--- config.mk ---
export PLATFORM = sky130hd
export DESIGN_NAME = rom_fetch_port
export DESIGN_NICKNAME = d
export VERILOG_FILES = /design/src/hdl/rom_pkg.sv /design/src/hdl/rom_fetch_port.sv
export VERILOG_INCLUDE_DIRS = /design/src /design/src/include
export SDC_FILE = /design/constraint.sdc
export NUM_CORES = 1
export LEC_CHECK = 0
export BUFFER_PORTS_ARGS = -buffer_cell sky130_fd_sc_hd__buf_2
export CORE_MARGIN = 2
export CORE_UTILIZATION = 38
export CTS_CLUSTER_SIZE = 12
export DETAILED_ROUTE_END_ITERATION = 10
export GPL_ROUTABILITY_DRIVEN = 0
export PLACE_DENSITY_LB_ADDON = 0.1
export SYNTH_ARGS = -nofsm -noshare
export SYNTH_HDL_FRONTEND = slang
export SYNTH_SLANG_ARGS = --single-unit
--- constraint.sdc ---
create_clock -name clk -period 0.8 [get_ports clk]
set_input_delay 0.12 -clock clk [delete_from_list [all_inputs] [get_ports clk]]
set_output_delay 0.12 -clock clk [all_outputs]
set_load 0.005 [all_outputs]
--- src/include/rom_defines.svh ---
/*
 * width macros for the ROM loading subsystem
 * byte width, full memory address width, checksum width
 */

`ifndef ROM_DEFINES_SVH
`define ROM_DEFINES_SVH

// one ROM byte as it arrives from the download stream
`define ROM_DW 8

// full program memory address, 1 KiB of ROM
// the top bit splits the space between cpu and gfx halves
`define ROM_AW 10

// running byte sum kept by the loader, wraps modulo 2^16
`define ROM_SUMW 16

`endif

--- src/hdl/rom_pkg.sv ---
/*
 * shared types for the ROM subsystem
 * width typedefs, read request/response structs, write struct
 * and the arbiter state enum
 */

`include "rom_defines.svh"

package rom_pkg;

    typedef logic [`ROM_DW-1:0]   rom_data_t;  // one ROM byte
    typedef logic [`ROM_AW-1:0]   rom_addr_t;  // full memory address
    typedef logic [`ROM_AW-2:0]   port_addr_t; // address inside one port's half
    typedef logic [`ROM_SUMW-1:0] rom_sum_t;   // byte checksum, mod 2^16

    // fetch port -> arbiter
    typedef struct packed {
        logic      pending; // level, held until the cycle after ok
        rom_addr_t addr;    // region bit already on top
    } rd_req_t;

    // arbiter -> fetch port
    typedef struct packed {
        logic      ok;   // one-cycle pulse
        rom_data_t data; // valid with ok
    } rd_rsp_t;

    // loader -> memory write side
    typedef struct packed {
        logic      we;
        rom_addr_t addr;
        rom_data_t data;
    } prom_wr_t;

    typedef enum logic {ARB_IDLE, ARB_READ} arb_state_t;

endpackage

--- src/hdl/rom_fetch_port.sv ---
/*
 * fetch port into one half of the program memory
 * latches a read strobe, holds the request until served,
 * returns held data with a one-cycle rd_ok
 */

`timescale 1ns/1ns

module rom_fetch_port #(
    parameter int region = 0  // top address bit for this port
) (
    input  logic                clk,
    input  logic                rst_n,
    input  logic                rd,      // one-cycle read strobe
    input  rom_pkg::port_addr_t addr,    // address inside this half
    output rom_pkg::rd_req_t    req,
    input  rom_pkg::rd_rsp_t    rsp,
    output rom_pkg::rom_data_t  rd_data,
    output logic                rd_ok
);

    import rom_pkg::*;

    localparam bit region_bit = (region != 0);

    logic      pending;
    rom_addr_t req_addr;

    // pending rises the cycle after rd and drops the cycle after ok
    always_ff @(posedge clk) begin
        if (!rst_n) begin
            pending <= 1'b0;
            rd_ok   <= 1'b0;
        end else begin
            rd_ok <= rsp.ok;    // one-cycle pulse, data lands with it
            if (rsp.ok) begin
                pending <= 1'b0;
            end
            if (rd) begin
                pending <= 1'b1;
            end
        end
    end

    // address and data holding registers
    always_ff @(posedge clk) begin
        if (rd) begin
            req_addr <= {region_bit, addr}; // select this port's half
        end
        if (rsp.ok) begin
            rd_data <= rsp.data; // held until the next read completes
        end
    end

    assign req = '{pending: pending, addr: req_addr};

    // one outstanding read per port, a second strobe would be lost
    a_no_rd_while_pending : assert property (
        @(posedge clk) disable iff (!rst_n)
        rd |-> !pending
    ) else $error("rd strobe while a read is pending");

endmodule

==> flow_metrics.tcl <==
set metrics [dict create \
    routedWlPerCell_microns 11.38 \
    cts_max_level 1 \
    synthSimpleGateAreaFrac_pct 2.123 \
    ir_worst_vdd_uv 1214 \
    n_antenna_cell 0 \
    dr_total_vias 411 \
    tns_ns -1.820 \
    synthAdderAreaFrac_pct 0 \
    timing.final.ws_setup_ns -0.1195 \
    clkSlewWorstSetupHoldPaths_ns 0.09 \
    synthesis.nets 46 \
    finalHoldViolCount 0 \
    antenna_found_initial 0 \
    drtIter0Drc 0 \
    portBuffers 39 \
    arrival_ns 0.80 \
    synth_top_family_by_area "buffers and inverters" \
    drt-pass1-iter-count 1 \
    synthTopCellsByArea "edfxtp_1 87%, dfxtp_1 6.8%, buf_4 2.5%" \
    synth_xor_area_share_pct 0 \
    end_kind "output port" \
    start_util_pct 40.05 \
    routed_via_density 4.152 \
    cts_root_buffer "clkbuf_4" \
    io_pins 41 \
    final-seq-area_sq_um 551.8 \
    cp.required_ns 0.68 \
    cp_slowest_cell "edfxtp_1" \
    ys_types 7 \
    max_freq_ghz 1.088 \
    synthCells 25 \
    final_common_cell "buf_2" \
    post-route-period-util_pct 114.9 \
    syn2layout_area_growth_pct 67.52 \
    cellLeakagePower_nw 0.4348 \
    grt_pass1_wl_microns 1662 \
    grtUsageTotal_pct 12.85 \
    dpl_cell_area_sq_um 789.5 \
    yosysTopAreaCell "edfxtp_1" \
    finalSetupViolCount 19 \
    seq_area_frac_synth_pct 93.42 \
    route.detailed.drc 0 \
    ys_ff_latch 19 \
    synthMuxAreaShare_pct 0 \
    drv_cap 0 \
    multi_input_area_sq_um 23.77 \
    post-route-util_pct 67.09 \
    routed_wl_microns 1127 \
    grt_overflow_total 0 \
    violations "setup timing" \
    hold_class "in -> reg" \
    die_w_microns 43.38 \
    grt_pass1_vias 386 \
    clk_latency_ns 0.28 \
    synth_warnings 0 \
    num_rows 14 \
    grt_max_degree 11 \
    synth_top_area_share_pct 86.62 \
    netlist_area_sq_um 589.3 \
    path_max_fanout 1 \
    critPathLaunchType "register" \
    status "finished, violations left" \
    p_per_area_nw_per_um2 1867 \
    path_class "reg -> out" \
    layout_common_cells "39 x buf_2, 17 x dlygate4sd3_1, 17 x edfxtp_1" \
    synth_compound_area_share_pct 1.274 \
    syn_avg_cell_area_sq_um 23.57 \
    path_cells "buf_2" \
    cts_tree "done" \
    drtAntennaViolNets 0 \
    critical-path-top-delay-family "flip-flops" \
    cp.buffers_inverters 1 \
    coreArea_sq_um 1471 \
    final_max_slew_viol_count 0 \
    rsz0062_at_grt "true" \
    final_area_sq_um 987.2 \
    cts.sinks 19 \
    cts.path.max_buffers 2 \
    finalClockSkew_ns 0 \
    layout-drive-gt1-share_pct 51.81 \
    numCtsBuffers 3 \
    die_h_microns 43.38 \
    fillers 117 \
    fin_nets 105 \
    fp.dieArea_sq_um 1882 \
    period_minus_slack_ns 0.9195 \
    cpPeakStageDelay_ns 0.38 \
    power_mw 1.843 \
]
==> path summary, 6_finish.rpt <==
| check | from | endpoint | slack (ns) | cells past startpoint |
|---|---|---|---|---|
| worst max-delay path | rd_data[3] | rd_data[3] | -0.12 | 1 |
| worst min register to register | pending | pending | 0.59 | 2 |
| worst min-delay path | rst_n | pending | 0.05 | 2 |
| worst max register to register | pending | pending | 0.10 | 2 |
==> routing by layer <==
layer	routed length (microns)	global-route usage (%)	vias to the layer above	share of wire, %
met1	437	13.03	179	39
met2	598	21.49	24	53
li1	-	-	206	-
met5	0	0	-	0
met3	80	5.000	2	7.1
met4	10	9.091	0	0.89
==> sequential cells by signal, indices dropped and copies added (netlist names) <==
signal    cells
pending       1
req_addr      9
rd_data       8
rd_ok         1
==> synth_stat cells <==
master    instances
and2_1            1
buf_4             2
conb_1            1
dfxtp_1           2
edfxtp_1         17
nor2b_1           1
o21a_1            1
==> metrics by stage <==
| step | cells | setup WS, ns | hold slack [ns] |
|---|---|---|---|
| after detailed placement | 78 | 0.1137 | 0.2981 |
| after global placement | 78 | 0.1303 | 0.2963 |
| after global routing | 99 | -0.1750 | 0.04334 |
| after floorplan | 25 | 0.1407 | 0.2189 |
| after CTS | 94 | -0.1354 | 0.001808 |
| final | 99 | -0.1195 | 0.05215 |
==> report_power, final <==
part	internal, mW	total [mW]	switching (mW)	leakage, nW
Sequential	1.16	1.18	0.0166	0.183
Combinational	0.138	0.214	0.0761	0.236
Clock	0.194	0.450	0.256	0.0150
Total	1.49	1.84	0.349	0.435
==> cells by family (layout without fill, tap and decap cells) <==
family / count (synthesis) / in the layout
AOI/OAI and AO/OA: 1 / 1
buffers and inverters: 2 / 60
DFF: 19 / 19
other: 1 / 1
and+or+nand+nor: 2 / 2
==> layout make-up <==
class,instances,area share [%]
Clock buffer,4,2.662
Multi-Input combinational cell,4,2.408
Sequential cell,19,55.89
Tap cell,16,2.028
Timing Repair Buffer,56,37.01
==> timing repair <==
item / 4_1_cts / 5_1_grt
hold endpoints to repair: 12 / 5
hold buffers: 12 / 5
endpoints found under the setup margin: 19 / 19
setup buffers: 0 / 0
cloned: 0 / 0
pin swaps: 0 / 0
resized for setup: 1 / 0
No activity file was read; power rests on OpenSTA's default activity.
