## src/include/rom_defines.svh

```systemverilog
/*
 * width macros for the ROM loading subsystem
 * byte width, full memory address width, checksum width
 */

`ifndef ROM_DEFINES_SVH
`define ROM_DEFINES_SVH

// one ROM byte as it arrives from the download stream
`define ROM_DW 8

// full program memory address, 1 KiB of ROM
// the top bit splits the space between cpu and gfx halves
`define ROM_AW 10

// running byte sum kept by the loader, wraps modulo 2^16
`define ROM_SUMW 16

`endif

```

## src/hdl/rom_pkg.sv

```systemverilog
/*
 * shared types for the ROM subsystem
 * width typedefs, read request/response structs, write struct
 * and the arbiter state enum
 */

`include "rom_defines.svh"

package rom_pkg;

    typedef logic [`ROM_DW-1:0]   rom_data_t;  // one ROM byte
    typedef logic [`ROM_AW-1:0]   rom_addr_t;  // full memory address
    typedef logic [`ROM_AW-2:0]   port_addr_t; // address inside one port's half
    typedef logic [`ROM_SUMW-1:0] rom_sum_t;   // byte checksum, mod 2^16

    // fetch port -> arbiter
    typedef struct packed {
        logic      pending; // level, held until the cycle after ok
        rom_addr_t addr;    // region bit already on top
    } rd_req_t;

    // arbiter -> fetch port
    typedef struct packed {
        logic      ok;   // one-cycle pulse
        rom_data_t data; // valid with ok
    } rd_rsp_t;

    // loader -> memory write side
    typedef struct packed {
        logic      we;
        rom_addr_t addr;
        rom_data_t data;
    } prom_wr_t;

    typedef enum logic {ARB_IDLE, ARB_READ} arb_state_t;

endpackage

```

## src/hdl/rom_arbiter.sv

```systemverilog
/*
 * round-robin arbiter for the memory read port
 * two fetch ports, cpu and gfx, two-cycle grant,
 * no new grant while the loader is active
 */

`timescale 1ns/1ns

module rom_arbiter (
    input  logic               clk,
    input  logic               rst_n,
    input  logic               loading,  // blocks new grants
    input  rom_pkg::rd_req_t   cpu_req,
    input  rom_pkg::rd_req_t   gfx_req,
    output rom_pkg::rd_rsp_t   cpu_rsp,
    output rom_pkg::rd_rsp_t   gfx_rsp,
    output rom_pkg::rom_addr_t rd_addr,
    output logic               cen,      // memory read enable
    input  rom_pkg::rom_data_t q
);

    import rom_pkg::*;

    arb_state_t state;
    logic       last_gfx;  // gfx was served last, cpu wins the next tie
    logic       sel_gfx;   // winner of the grant in flight
    logic       any_req;
    logic       pick_gfx;  // winner if a grant starts now
    logic       start;     // grant starts this cycle

    assign any_req = cpu_req.pending || gfx_req.pending;

    // gfx wins alone, or on a tie when cpu had the last turn
    always_comb begin
        if (gfx_req.pending && cpu_req.pending) begin
            pick_gfx = !last_gfx;
        end else begin
            pick_gfx = gfx_req.pending;
        end
    end

    assign start = (state == ARB_IDLE) && any_req && !loading;

    // read address and enable go out in the idle cycle
    assign cen     = start;
    assign rd_addr = pick_gfx ? gfx_req.addr : cpu_req.addr;

    always_ff @(posedge clk) begin
        if (!rst_n) begin
            state    <= ARB_IDLE;
            last_gfx <= 1'b1;   // first tie goes to the cpu
            sel_gfx  <= 1'b0;
        end else begin
            unique case (state)
                ARB_IDLE: begin
                    if (start) begin
                        state    <= ARB_READ;
                        sel_gfx  <= pick_gfx;
                        last_gfx <= pick_gfx; // rotate priority
                    end
                end
                ARB_READ: begin
                    state <= ARB_IDLE; // memory q is valid now, ok goes out
                end
                default: begin
                    state <= ARB_IDLE;
                end
            endcase
        end
    end

    // memory output routed to whoever holds the grant
    always_comb begin
        cpu_rsp.ok   = (state == ARB_READ) && !sel_gfx;
        cpu_rsp.data = q;
        gfx_rsp.ok   = (state == ARB_READ) && sel_gfx;
        gfx_rsp.data = q;
    end

    // a response only goes to a port that still waits for it
    a_ok_to_pending : assert property (
        @(posedge clk) disable iff (!rst_n)
        (cpu_rsp.ok || gfx_rsp.ok) |-> (cpu_rsp.ok ? cpu_req.pending : gfx_req.pending)
    ) else $error("ok pulse sent to a port with no pending read");

endmodule

```

## config.mk

```make
export PLATFORM = sky130hd
export DESIGN_NAME = rom_arbiter
export DESIGN_NICKNAME = d
export VERILOG_FILES = /design/src/hdl/rom_pkg.sv /design/src/hdl/rom_arbiter.sv
export VERILOG_INCLUDE_DIRS = /design/src /design/src/include
export SDC_FILE = /design/constraint.sdc
export NUM_CORES = 1
export LEC_CHECK = 0
export BUFFER_PORTS_ARGS = -buffer_cell sky130_fd_sc_hd__buf_2
export CAP_MARGIN = 30
export CORE_MARGIN = 2
export CORE_UTILIZATION = 27
export DETAILED_ROUTE_END_ITERATION = 8
export PLACE_DENSITY = 0.77
export SKIP_CTS_REPAIR_TIMING = 1
export SLEW_MARGIN = 20
export SYNTH_ARGS = -nofsm -noshare
export SYNTH_HDL_FRONTEND = slang
export SYNTH_SLANG_ARGS = --single-unit
```

## constraint.sdc

```tcl
create_clock -name clk -period 1.3 [get_ports clk]
set_input_delay 0.13 -clock clk [delete_from_list [all_inputs] [get_ports clk]]
set_output_delay 0.13 -clock clk [all_outputs]
set_load 0.01 [all_outputs]
```

==> run metrics <==
Unique masters post-synth=16; clock sinks=3; num ports=62; CP Capture Type=primary output; hold endpoint=last_gfx$_SDFFE_PN1P_; status=complete, but fails checks; worst-path fanout max=6; DRC Markers=0; path depth of the worst reg2reg path=2; clk_skew=0.00182 ns; initial antenna violation count=0; final WL=1210 µm; post-DP HPWL=752 µm; Flop pwr share=22.1%; Horiz. Die Dim=42.2 µm; RSZ-0062 raised after global routing=true; Worst-Skew Late Latency=0.23 ns; placed cell area=474 µm²; top cell type's share of synthesized area=30.5%; Worst Hold Class=input port to flop; core area=1330 µm²; Pre-antenna DRT Iters=2; Cell Area, Synth=394 µm²; Static Leakage=0.329 nW; hold path cells=2; DRT antenna net count=0; number of hold violations in the final report=0; clk root buf=clkbuf_4; register area share after synthesis=15.2%; Avg Cell Area, Syn=9.17 µm²; Pins Over Slew Limit=0; internal power=0.349 mW; vias=376; routed len/inst=14.4 µm; synth top area cells=buf_4, mux2_2, dfxtp_1; Area growth syn-to-layout=56.5%; final worst path period need=1.47 ns; Synthesis Warnings=0; Worst Setup Start Kind=flop; Comb pwr share=44.9%; final setup fails=10; worst reg2reg endpoint=last_gfx$_SDFFE_PN1P_; die area=1780 µm²; post-route cell area=617 µm²; pin count of the biggest net entering global routing=12; failing checks=setup timing; hold slack=0.126 ns; relative slew slack=80.9%; crit path DAT=1.34 ns; fmax=679 MHz; vias in the first global route=384; grt ovf=0; cell taking the most area after synthesis=buf_4; Total GRT Usage=10.0%; sw power=0.128 mW; commonest non-fill, non-tap cell in the layout=buf_2; sw frac=26.9%; Longest Clk Path Bufs=2; CP Class=flop to primary output; first-pass GRT wire length=1410 µm; syn nets=76; crit share post-route=113%; final core utilization=46.2%; power per cell area=773 nW/µm²; r2r startpoint=state$_SDFF_PP0_; Starting Density=29.5%; number of diodes=0; clock share of power=33.0%; Non-Filler Instances=84; layout cells sized above 1=78.3%; worst slack, placed=0.0719 ns; Rows=13; R2R setup slack=0.24 ns; Least-Margin Pin Slew=0.286 ns; highest-count cells in the layout ignoring fill and taps=buf_2, buf_6, mux2_4; IO buf count=37; total CTS buffers=3; routability cong.=0.730; Synth Instances=43; drt initial violations=2; maxcap violations=0; Cells after DPL=79; Yosys reg bits=3; clock tree from TritonCTS=yes; DIE HEIGHT=42.2 µm; H-tree Lvls=1; Vias/cell=4.48; worst setup margin=-0.174 ns; Reg clk slew, reported paths=0.04 ns; VDD IR-drop max=0.000406 V; Req. time, crit path=1.17 ns; hold path start=rst_n; Final #Nets=103
==> final cells by class <==
| type | count | area (µm²) |
|---|---|---|
| inverter | 1 | 3.75 |
| multi-input combinational | 22 | 236 |
| tap | 15 | 18.8 |
| fill | 125 | 717 |
| sequential | 3 | 61.3 |
| timing repair buffer | 39 | 270 |
| clock buffer | 4 | 26.3 |
==> kinds of logic (layout without fill, tap and decap cells) <==
family                 Yosys count  count (layout)  share of synthesized area (%)
multiplexers                    10              10                           28.6
flip-flops                       3               3                           15.2
buffers and inverters           18              44                           34.3
AND/OR/NAND/NOR                  9               9                           14.9
AO/OA/AOI/OAI                    3               3                           6.99
==> how the worst max path moves through the flow <==
stage / from / endpoint / cells after the start / slack (ns)
6_report: last_gfx$_SDFFE_PN1P_ / rd_addr[3] / 4 / -0.17
5_1_grt: last_gfx$_SDFFE_PN1P_ / rd_addr[8] / 4 / -0.22
4_1_cts: last_gfx$_SDFFE_PN1P_ / rd_addr[8] / 4 / -0.18
3_5_place_dp: last_gfx$_SDFFE_PN1P_ / rd_addr[8] / 4 / 0.07
3_3_place_gp: last_gfx$_SDFFE_PN1P_ / rd_addr[8] / 4 / 0.09
2_1_floorplan: last_gfx$_SDFFE_PN1P_ / rd_addr[0] / 3 / 0.21
==> cell usage after synthesis <==
master	n
a21boi_2	1
and2_1	1
buf_4	16
buf_6	1
dfxtp_1	3
inv_1	1
mux2_2	10
nand2_1	1
nor2_1	1
nor2b_1	1
nor3_1	1
nor3b_1	2
nor4b_1	1
o211ai_1	1
o2bb2ai_1	1
or4b_1	1
==> worst max-delay path, stage by stage (launching register included) <==
cell and delay [ns]:
dfxtp_2 0.32, a21boi_2 0.19, buf_6 0.17, mux2_4 0.31
buf_6 0.12
==> power groups by stage <==
stage,Clock (mW),Combinational [mW],Sequential [mW]
2_1_floorplan,0,0.126,0.104
3_3_place_gp,0,0.140,0.105
3_5_place_dp,0,0.143,0.106
4_1_cts,0.165,0.143,0.105
5_1_grt,0.175,0.226,0.107
6_report,0.157,0.214,0.105
==> sequential cells by signal, summed over array words and instances, names as in the netlist <==
| register | count |
|---|---|
| sel_gfx | 1 |
| last_gfx | 1 |
| state | 1 |
==> per-layer routing <==
| layer | global-route usage (%) | wire [µm] | vias to the layer above |
|---|---|---|---|
| met5 | 0 | 0 | - |
| met4 | 6.88 | 0 | 0 |
| met3 | 3.02 | 127 | 0 |
| met2 | 17.5 | 599 | 33 |
| met1 | 9.95 | 482 | 156 |
| li1 | - | - | 187 |
==> stage by stage <==
step | total power [mW] | setup TNS (ns)
6_report | 0.477 | -1.65
5_1_grt | 0.508 | -2.14
4_1_cts | 0.413 | -1.72
3_5_place_dp | 0.249 | 0
3_3_place_gp | 0.246 | 0
2_1_floorplan | 0.230 | 0
Power figures use the tool's default switching activity.
