**src/include/rom_defines.svh**
```systemverilog
/*
 * width macros for the ROM loading subsystem
 * byte width, full memory address width, checksum width
 */

`ifndef ROM_DEFINES_SVH
`define ROM_DEFINES_SVH

// one ROM byte as it arrives from the download stream
`define ROM_DW 8

// full program memory address, 1 KiB of ROM
// the top bit splits the space between cpu and gfx halves
`define ROM_AW 10

// running byte sum kept by the loader, wraps modulo 2^16
`define ROM_SUMW 16

`endif

```
**src/hdl/rom_pkg.sv**
```systemverilog
/*
 * shared types for the ROM subsystem
 * width typedefs, read request/response structs, write struct
 * and the arbiter state enum
 */

`include "rom_defines.svh"

package rom_pkg;

    typedef logic [`ROM_DW-1:0]   rom_data_t;  // one ROM byte
    typedef logic [`ROM_AW-1:0]   rom_addr_t;  // full memory address
    typedef logic [`ROM_AW-2:0]   port_addr_t; // address inside one port's half
    typedef logic [`ROM_SUMW-1:0] rom_sum_t;   // byte checksum, mod 2^16

    // fetch port -> arbiter
    typedef struct packed {
        logic      pending; // level, held until the cycle after ok
        rom_addr_t addr;    // region bit already on top
    } rd_req_t;

    // arbiter -> fetch port
    typedef struct packed {
        logic      ok;   // one-cycle pulse
        rom_data_t data; // valid with ok
    } rd_rsp_t;

    // loader -> memory write side
    typedef struct packed {
        logic      we;
        rom_addr_t addr;
        rom_data_t data;
    } prom_wr_t;

    typedef enum logic {ARB_IDLE, ARB_READ} arb_state_t;

endpackage

```
**src/hdl/rom_loader.sv**
```systemverilog
/*
 * download stream to memory write converter
 * drops out-of-range addresses, keeps the byte checksum,
 * the loading level and the sticky rom_ready level
 */

`timescale 1ns/1ns

`include "rom_defines.svh"

module rom_loader (
    input  logic               clk,
    input  logic               rst_n,
    input  logic               dl_active, // high for the whole download
    input  logic               dl_wr,     // one-cycle byte strobe
    input  logic [15:0]        dl_addr,
    input  rom_pkg::rom_data_t dl_data,
    output rom_pkg::prom_wr_t  wr,
    output logic               loading,
    output logic               rom_ready,
    output rom_pkg::rom_sum_t  checksum
);

    import rom_pkg::*;

    logic      accept;   // strobe that lands inside the memory
    logic      dl_fall;  // end of download seen this cycle
    logic      wr_we;
    rom_addr_t wr_addr;
    rom_data_t wr_data;

    // anything at or above 2^ROM_AW is silently dropped
    assign accept  = dl_wr && (dl_addr[15:`ROM_AW] == '0);
    assign dl_fall = loading && !dl_active; // loading is the delayed copy

    // control state
    always_ff @(posedge clk) begin
        if (!rst_n) begin
            wr_we     <= 1'b0;
            loading   <= 1'b0;
            rom_ready <= 1'b0;
            checksum  <= '0;
        end else begin
            wr_we   <= accept;    // write issued the cycle after dl_wr
            loading <= dl_active;
            if (accept) begin
                // sum moves in step with the write strobe
                checksum <= checksum + rom_sum_t'(dl_data);
            end
            if (dl_fall) begin
                rom_ready <= 1'b1; // sticky until reset
            end
        end
    end

    // write payload, only meaningful with wr_we
    always_ff @(posedge clk) begin
        if (accept) begin
            wr_addr <= dl_addr[`ROM_AW-1:0];
            wr_data <= dl_data;
        end
    end

    assign wr = '{we: wr_we, addr: wr_addr, data: wr_data};

    // host protocol: bytes only arrive inside a download window
    a_wr_in_window : assert property (
        @(posedge clk) disable iff (!rst_n)
        dl_wr |-> dl_active
    ) else $error("dl_wr outside of dl_active");

endmodule

```
**config.mk**
```make
export PLATFORM = sky130hd
export DESIGN_NAME = rom_loader
export DESIGN_NICKNAME = d
export VERILOG_FILES = /design/src/hdl/rom_pkg.sv /design/src/hdl/rom_loader.sv
export VERILOG_INCLUDE_DIRS = /design/src /design/src/include
export SDC_FILE = /design/constraint.sdc
export NUM_CORES = 1
export LEC_CHECK = 0
export BUFFER_PORTS_ARGS = -buffer_cell sky130_fd_sc_hd__clkbuf_2
export CAP_MARGIN = 20
export CELL_PAD_IN_SITES_DETAIL_PLACEMENT = 0
export CELL_PAD_IN_SITES_GLOBAL_PLACEMENT = 2
export CORE_UTILIZATION = 32
export DETAILED_ROUTE_END_ITERATION = 12
export PLACE_DENSITY_LB_ADDON = 0.05
export SLEW_MARGIN = 20
export SYNTH_ARGS = -nofsm -noshare
export SYNTH_HDL_FRONTEND = slang
export SYNTH_SLANG_ARGS = --single-unit
```
**constraint.sdc**
```tcl
create_clock -name clk -period 4.12 [get_ports clk]
set_input_delay 0.412 -clock clk [delete_from_list [all_inputs] [get_ports clk]]
set_output_delay 0.412 -clock clk [all_outputs]
set_load 0.01 [all_outputs]
```
==> flow_summary.ini <==
[route]
route.detailed.vias_per_inst = 5.03
wl_microns = 4150
vias = 1495
detail_route.drc_violations = 0
detail_route.wl_per_cell_microns = 14.0
antenna_left = 0
drtIter0Drc = 64
dr.pass1.iters = 4

[clock_tree]
postcts_resize_cnt = 0
cts_hold_repair.buffers = 0
postCtsSetupBuffers = 0
cts_sinks = 37
tritoncts.num_buffers = 5
worst_case_clock_buffer_depth = 2
cts-root-buf = clkbuf_8
clkTransAtPathRegs_ns = 0.07
tritoncts = built
worst_skew_pair.late_latency_ns = 0.29
cts_max_level = 2

[cells_and_area]
final_layout_size_suffix_gt1_frac = 0.339
antenna-diode-count = 0
num-fill-cells = 530
final_core_util = 0.431
layout_area_growth_over_synthesis_pct = 27.6
layout.nets = 263

[die]
die_height_microns = 76.1
core_area_sq_mm = 0.00520
fp.dieW_microns = 76.1
design.portCount = 65
row_cnt = 26
initial_standard_cell_utilization_of_the_core = 0.338
die_area_sq_mm = 0.00579

[setup_path]
critical_path.cell_chain = ha_1 > fa_1 > a211oi_1 > o211a_1 > nor4b_1 > mux2i_1
endpoint = checksum[14]$_SDFFE_PN0P_
setup.reg_to_reg.worst_slack_ns = 1.90
crit_start = checksum[0]$_SDFFE_PN0P_
cpPeakStageDelay_ns = 0.50
reg2reg_to = checksum[14]$_SDFFE_PN0P_
worstPathArrival_ns = 2.38
worst-setup-path-type = flip-flop to flip-flop
cpMaxStageDelayCell = a211oi_1
r2r_start = checksum[0]$_SDFFE_PN0P_
endpoint_kind = flip-flop
cp.required_ns = 4.28
worst_setup_path_start_kind = flip-flop
crit_fanout = 7
reg2reg_depth = 6

[hold_path]
min_delay_path_depth = 1
worst_min_delay_path_class = input port to flip-flop
hold_path_start = dl_addr[2]

[sta]
post_route_clock_skew_ns = 0.00669
worstMarginPinSlew_ns = 0.562
achievable-frequency_mhz = 451
timing_hold_violations_final = 0
timing.final.max_slew_violations = 0
rsz_0062_raised_after_global_routing = no
final_layout_setup_total_negative_slack_ns = 0
final_min_period_over_clock_period = 0.538
setup_ws_ns = 1.90
timing.final.crit_period_ns = 2.22
slew-limit-headroom = 0.623
finalSetupViolations = 0

[run_status]
outcome = finished, final reports clean

[global_routing]
grt_antenna_before_repair = 0
largest_net_degree_at_the_start_of_global_routing = 30
grt_busiest_layer = met2
grtUsageMet2 = 0.256
grt_util_all_layers = 0.152
grt.met1_usage = 0.183
grt_pass1_wl_microns = 6930
global_route.overflow_total = 0
groute.layer.met3.usage = 0.0395
grt_pass1_vias = 1474

[synth]
yosys_warnings = 0
ys_top_cells_by_area = edfxtp_1, dfxtp_1, ha_1, a21oi_1, nand2_1
postSynthCellCount = 159
synth.distinct_cells = 43
synth-main-ff-cell = dfxtp_1
synth_edf_count = 18
postSynthAreaPerCell_sq_um = 11.0
synth-seq-cells = 37
post_synth_most_frequent_cells = dfxtp_1, edfxtp_1, a21oi_1, nand2_1, ha_1
synth_nets = 196
synth_area_leader_cell = edfxtp_1
yosys.cell_count.top_type = dfxtp_1
synth.yosys.seq_area_share = 0.524
top_cell_type_s_share_of_synthesized_area = 0.308
netlist_area_sq_mm = 0.00176
ys_async_sr_fraction = 0

[placement]
place.port_buffers = 64
gp_congestion = 0.786
detailed_place_hpwl_microns = 3060
preCtsSetupSlack_ns = 1.57

[run]
maxCapViolCount = 0

[pwr]
power.static_leakage_nw = 0.995
worst_ir_drop_vdd_mv = 0.117
cellPowerDensity_mw_per_mm2 = 301
per-stage QoR:
| stage | hold WS [ns] | total power, mW | area, sq um | std cells |
|---|---|---|---|---|
| after CTS | 0.288 | 0.685 | 2210 | 296 |
| after global placement | 0.449 | 0.442 | 2130 | 288 |
| after detailed placement | 0.472 | 0.444 | 2130 | 288 |
| after global routing | 0.290 | 0.705 | 2240 | 297 |
| after floorplan | 0.489 | 0.421 | 1760 | 159 |
| final | 0.301 | 0.675 | 2240 | 297 |
cells by family (layout without fill, tap and decap cells):
group | after synthesis | count (layout) | synth area share
AO/OA/AOI/OAI | 46 | 46 | 0.177
flip-flops | 37 | 37 | 0.524
multiplexers | 3 | 3 | 0.0171
AND/OR/NAND/NOR | 52 | 52 | 0.172
adder cells (fa/ha/maj) | 9 | 9 | 0.0684
buffers and inverters | 9 | 77 | 0.0263
XOR/XNOR | 3 | 3 | 0.0150
sequential cells by signal (all words and copies together), names as in the netlist:
signal,flops
checksum,16
wr_we,1
rom_ready,1
loading,1
wr_data,8
wr_addr,10
power by group:
part / leakage, nW / switching [mW] / internal (mW)
clock: 0.0399 / 0.122 / 0.118
combinational: 0.640 / 0.0262 / 0.0204
sequential: 0.315 / 0.00111 / 0.388
total: 0.995 / 0.149 / 0.526
layout by cell type, fill, tap and decap left out, drive strengths merged, types with 2 or more instances in the layout:
master    n
edfxtp   18
nor3      2
a41oi     2
ha        8
a21o      3
mux2i     3
nand2b    3
nand2    15
nand4     3
a21oi    14
a211oi    4
o211ai    3
o21ai     6
nand3     7
nor4b     2
o21a      3
and3      4
o31ai     3
o211a     2
or4       3
inv       4
xnor2     3
dfxtp    19
o2111ai   2
or2       3
nor2      7
clkbuf   71
cell type report:
| type | instances | area (sq um) | share of cell area |
|---|---|---|---|
| Clock inverter | 1 | 3.75 | 0.00168 |
| Tap cell | 70 | 87.6 | 0.0391 |
| Sequential cell | 37 | 921 | 0.411 |
| Clock buffer | 7 | 76.3 | 0.0341 |
| Multi-Input combinational cell | 113 | 790 | 0.352 |
| Inverter | 4 | 15.0 | 0.00670 |
| Timing Repair Buffer | 65 | 348 | 0.155 |
worst max-delay path, delay by kind of cell, from the launching register on:
kind | cells | cell delay [ns]
DFF | 1 | 0.33
AOI/OAI and AO/OA | 2 | 0.87
adders and majority gates | 2 | 0.62
and+or+nand+nor | 1 | 0.11
muxes | 1 | 0.14
per-layer routing:
layer / share of wire / vias up
met3: 0.061 / 6
met5: 0 / -
met2: 0.47 / 51
met4: 0.015 / 0
li1: - / 740
met1: 0.45 / 698
worst min-delay path by stage:
stage                                to  slack [ns]
5_1_grt            wr_addr[8]$_DFFE_PP_        0.29
6_report           wr_addr[2]$_DFFE_PP_        0.30
3_5_place_dp   checksum[4]$_SDFFE_PN0P_        0.47
2_1_floorplan  checksum[3]$_SDFFE_PN0P_        0.49
4_1_cts            wr_addr[8]$_DFFE_PP_        0.29
3_3_place_gp     rom_ready$_SDFFE_PN0P_        0.45
Note: power is estimated with default switching activity, not from simulation.
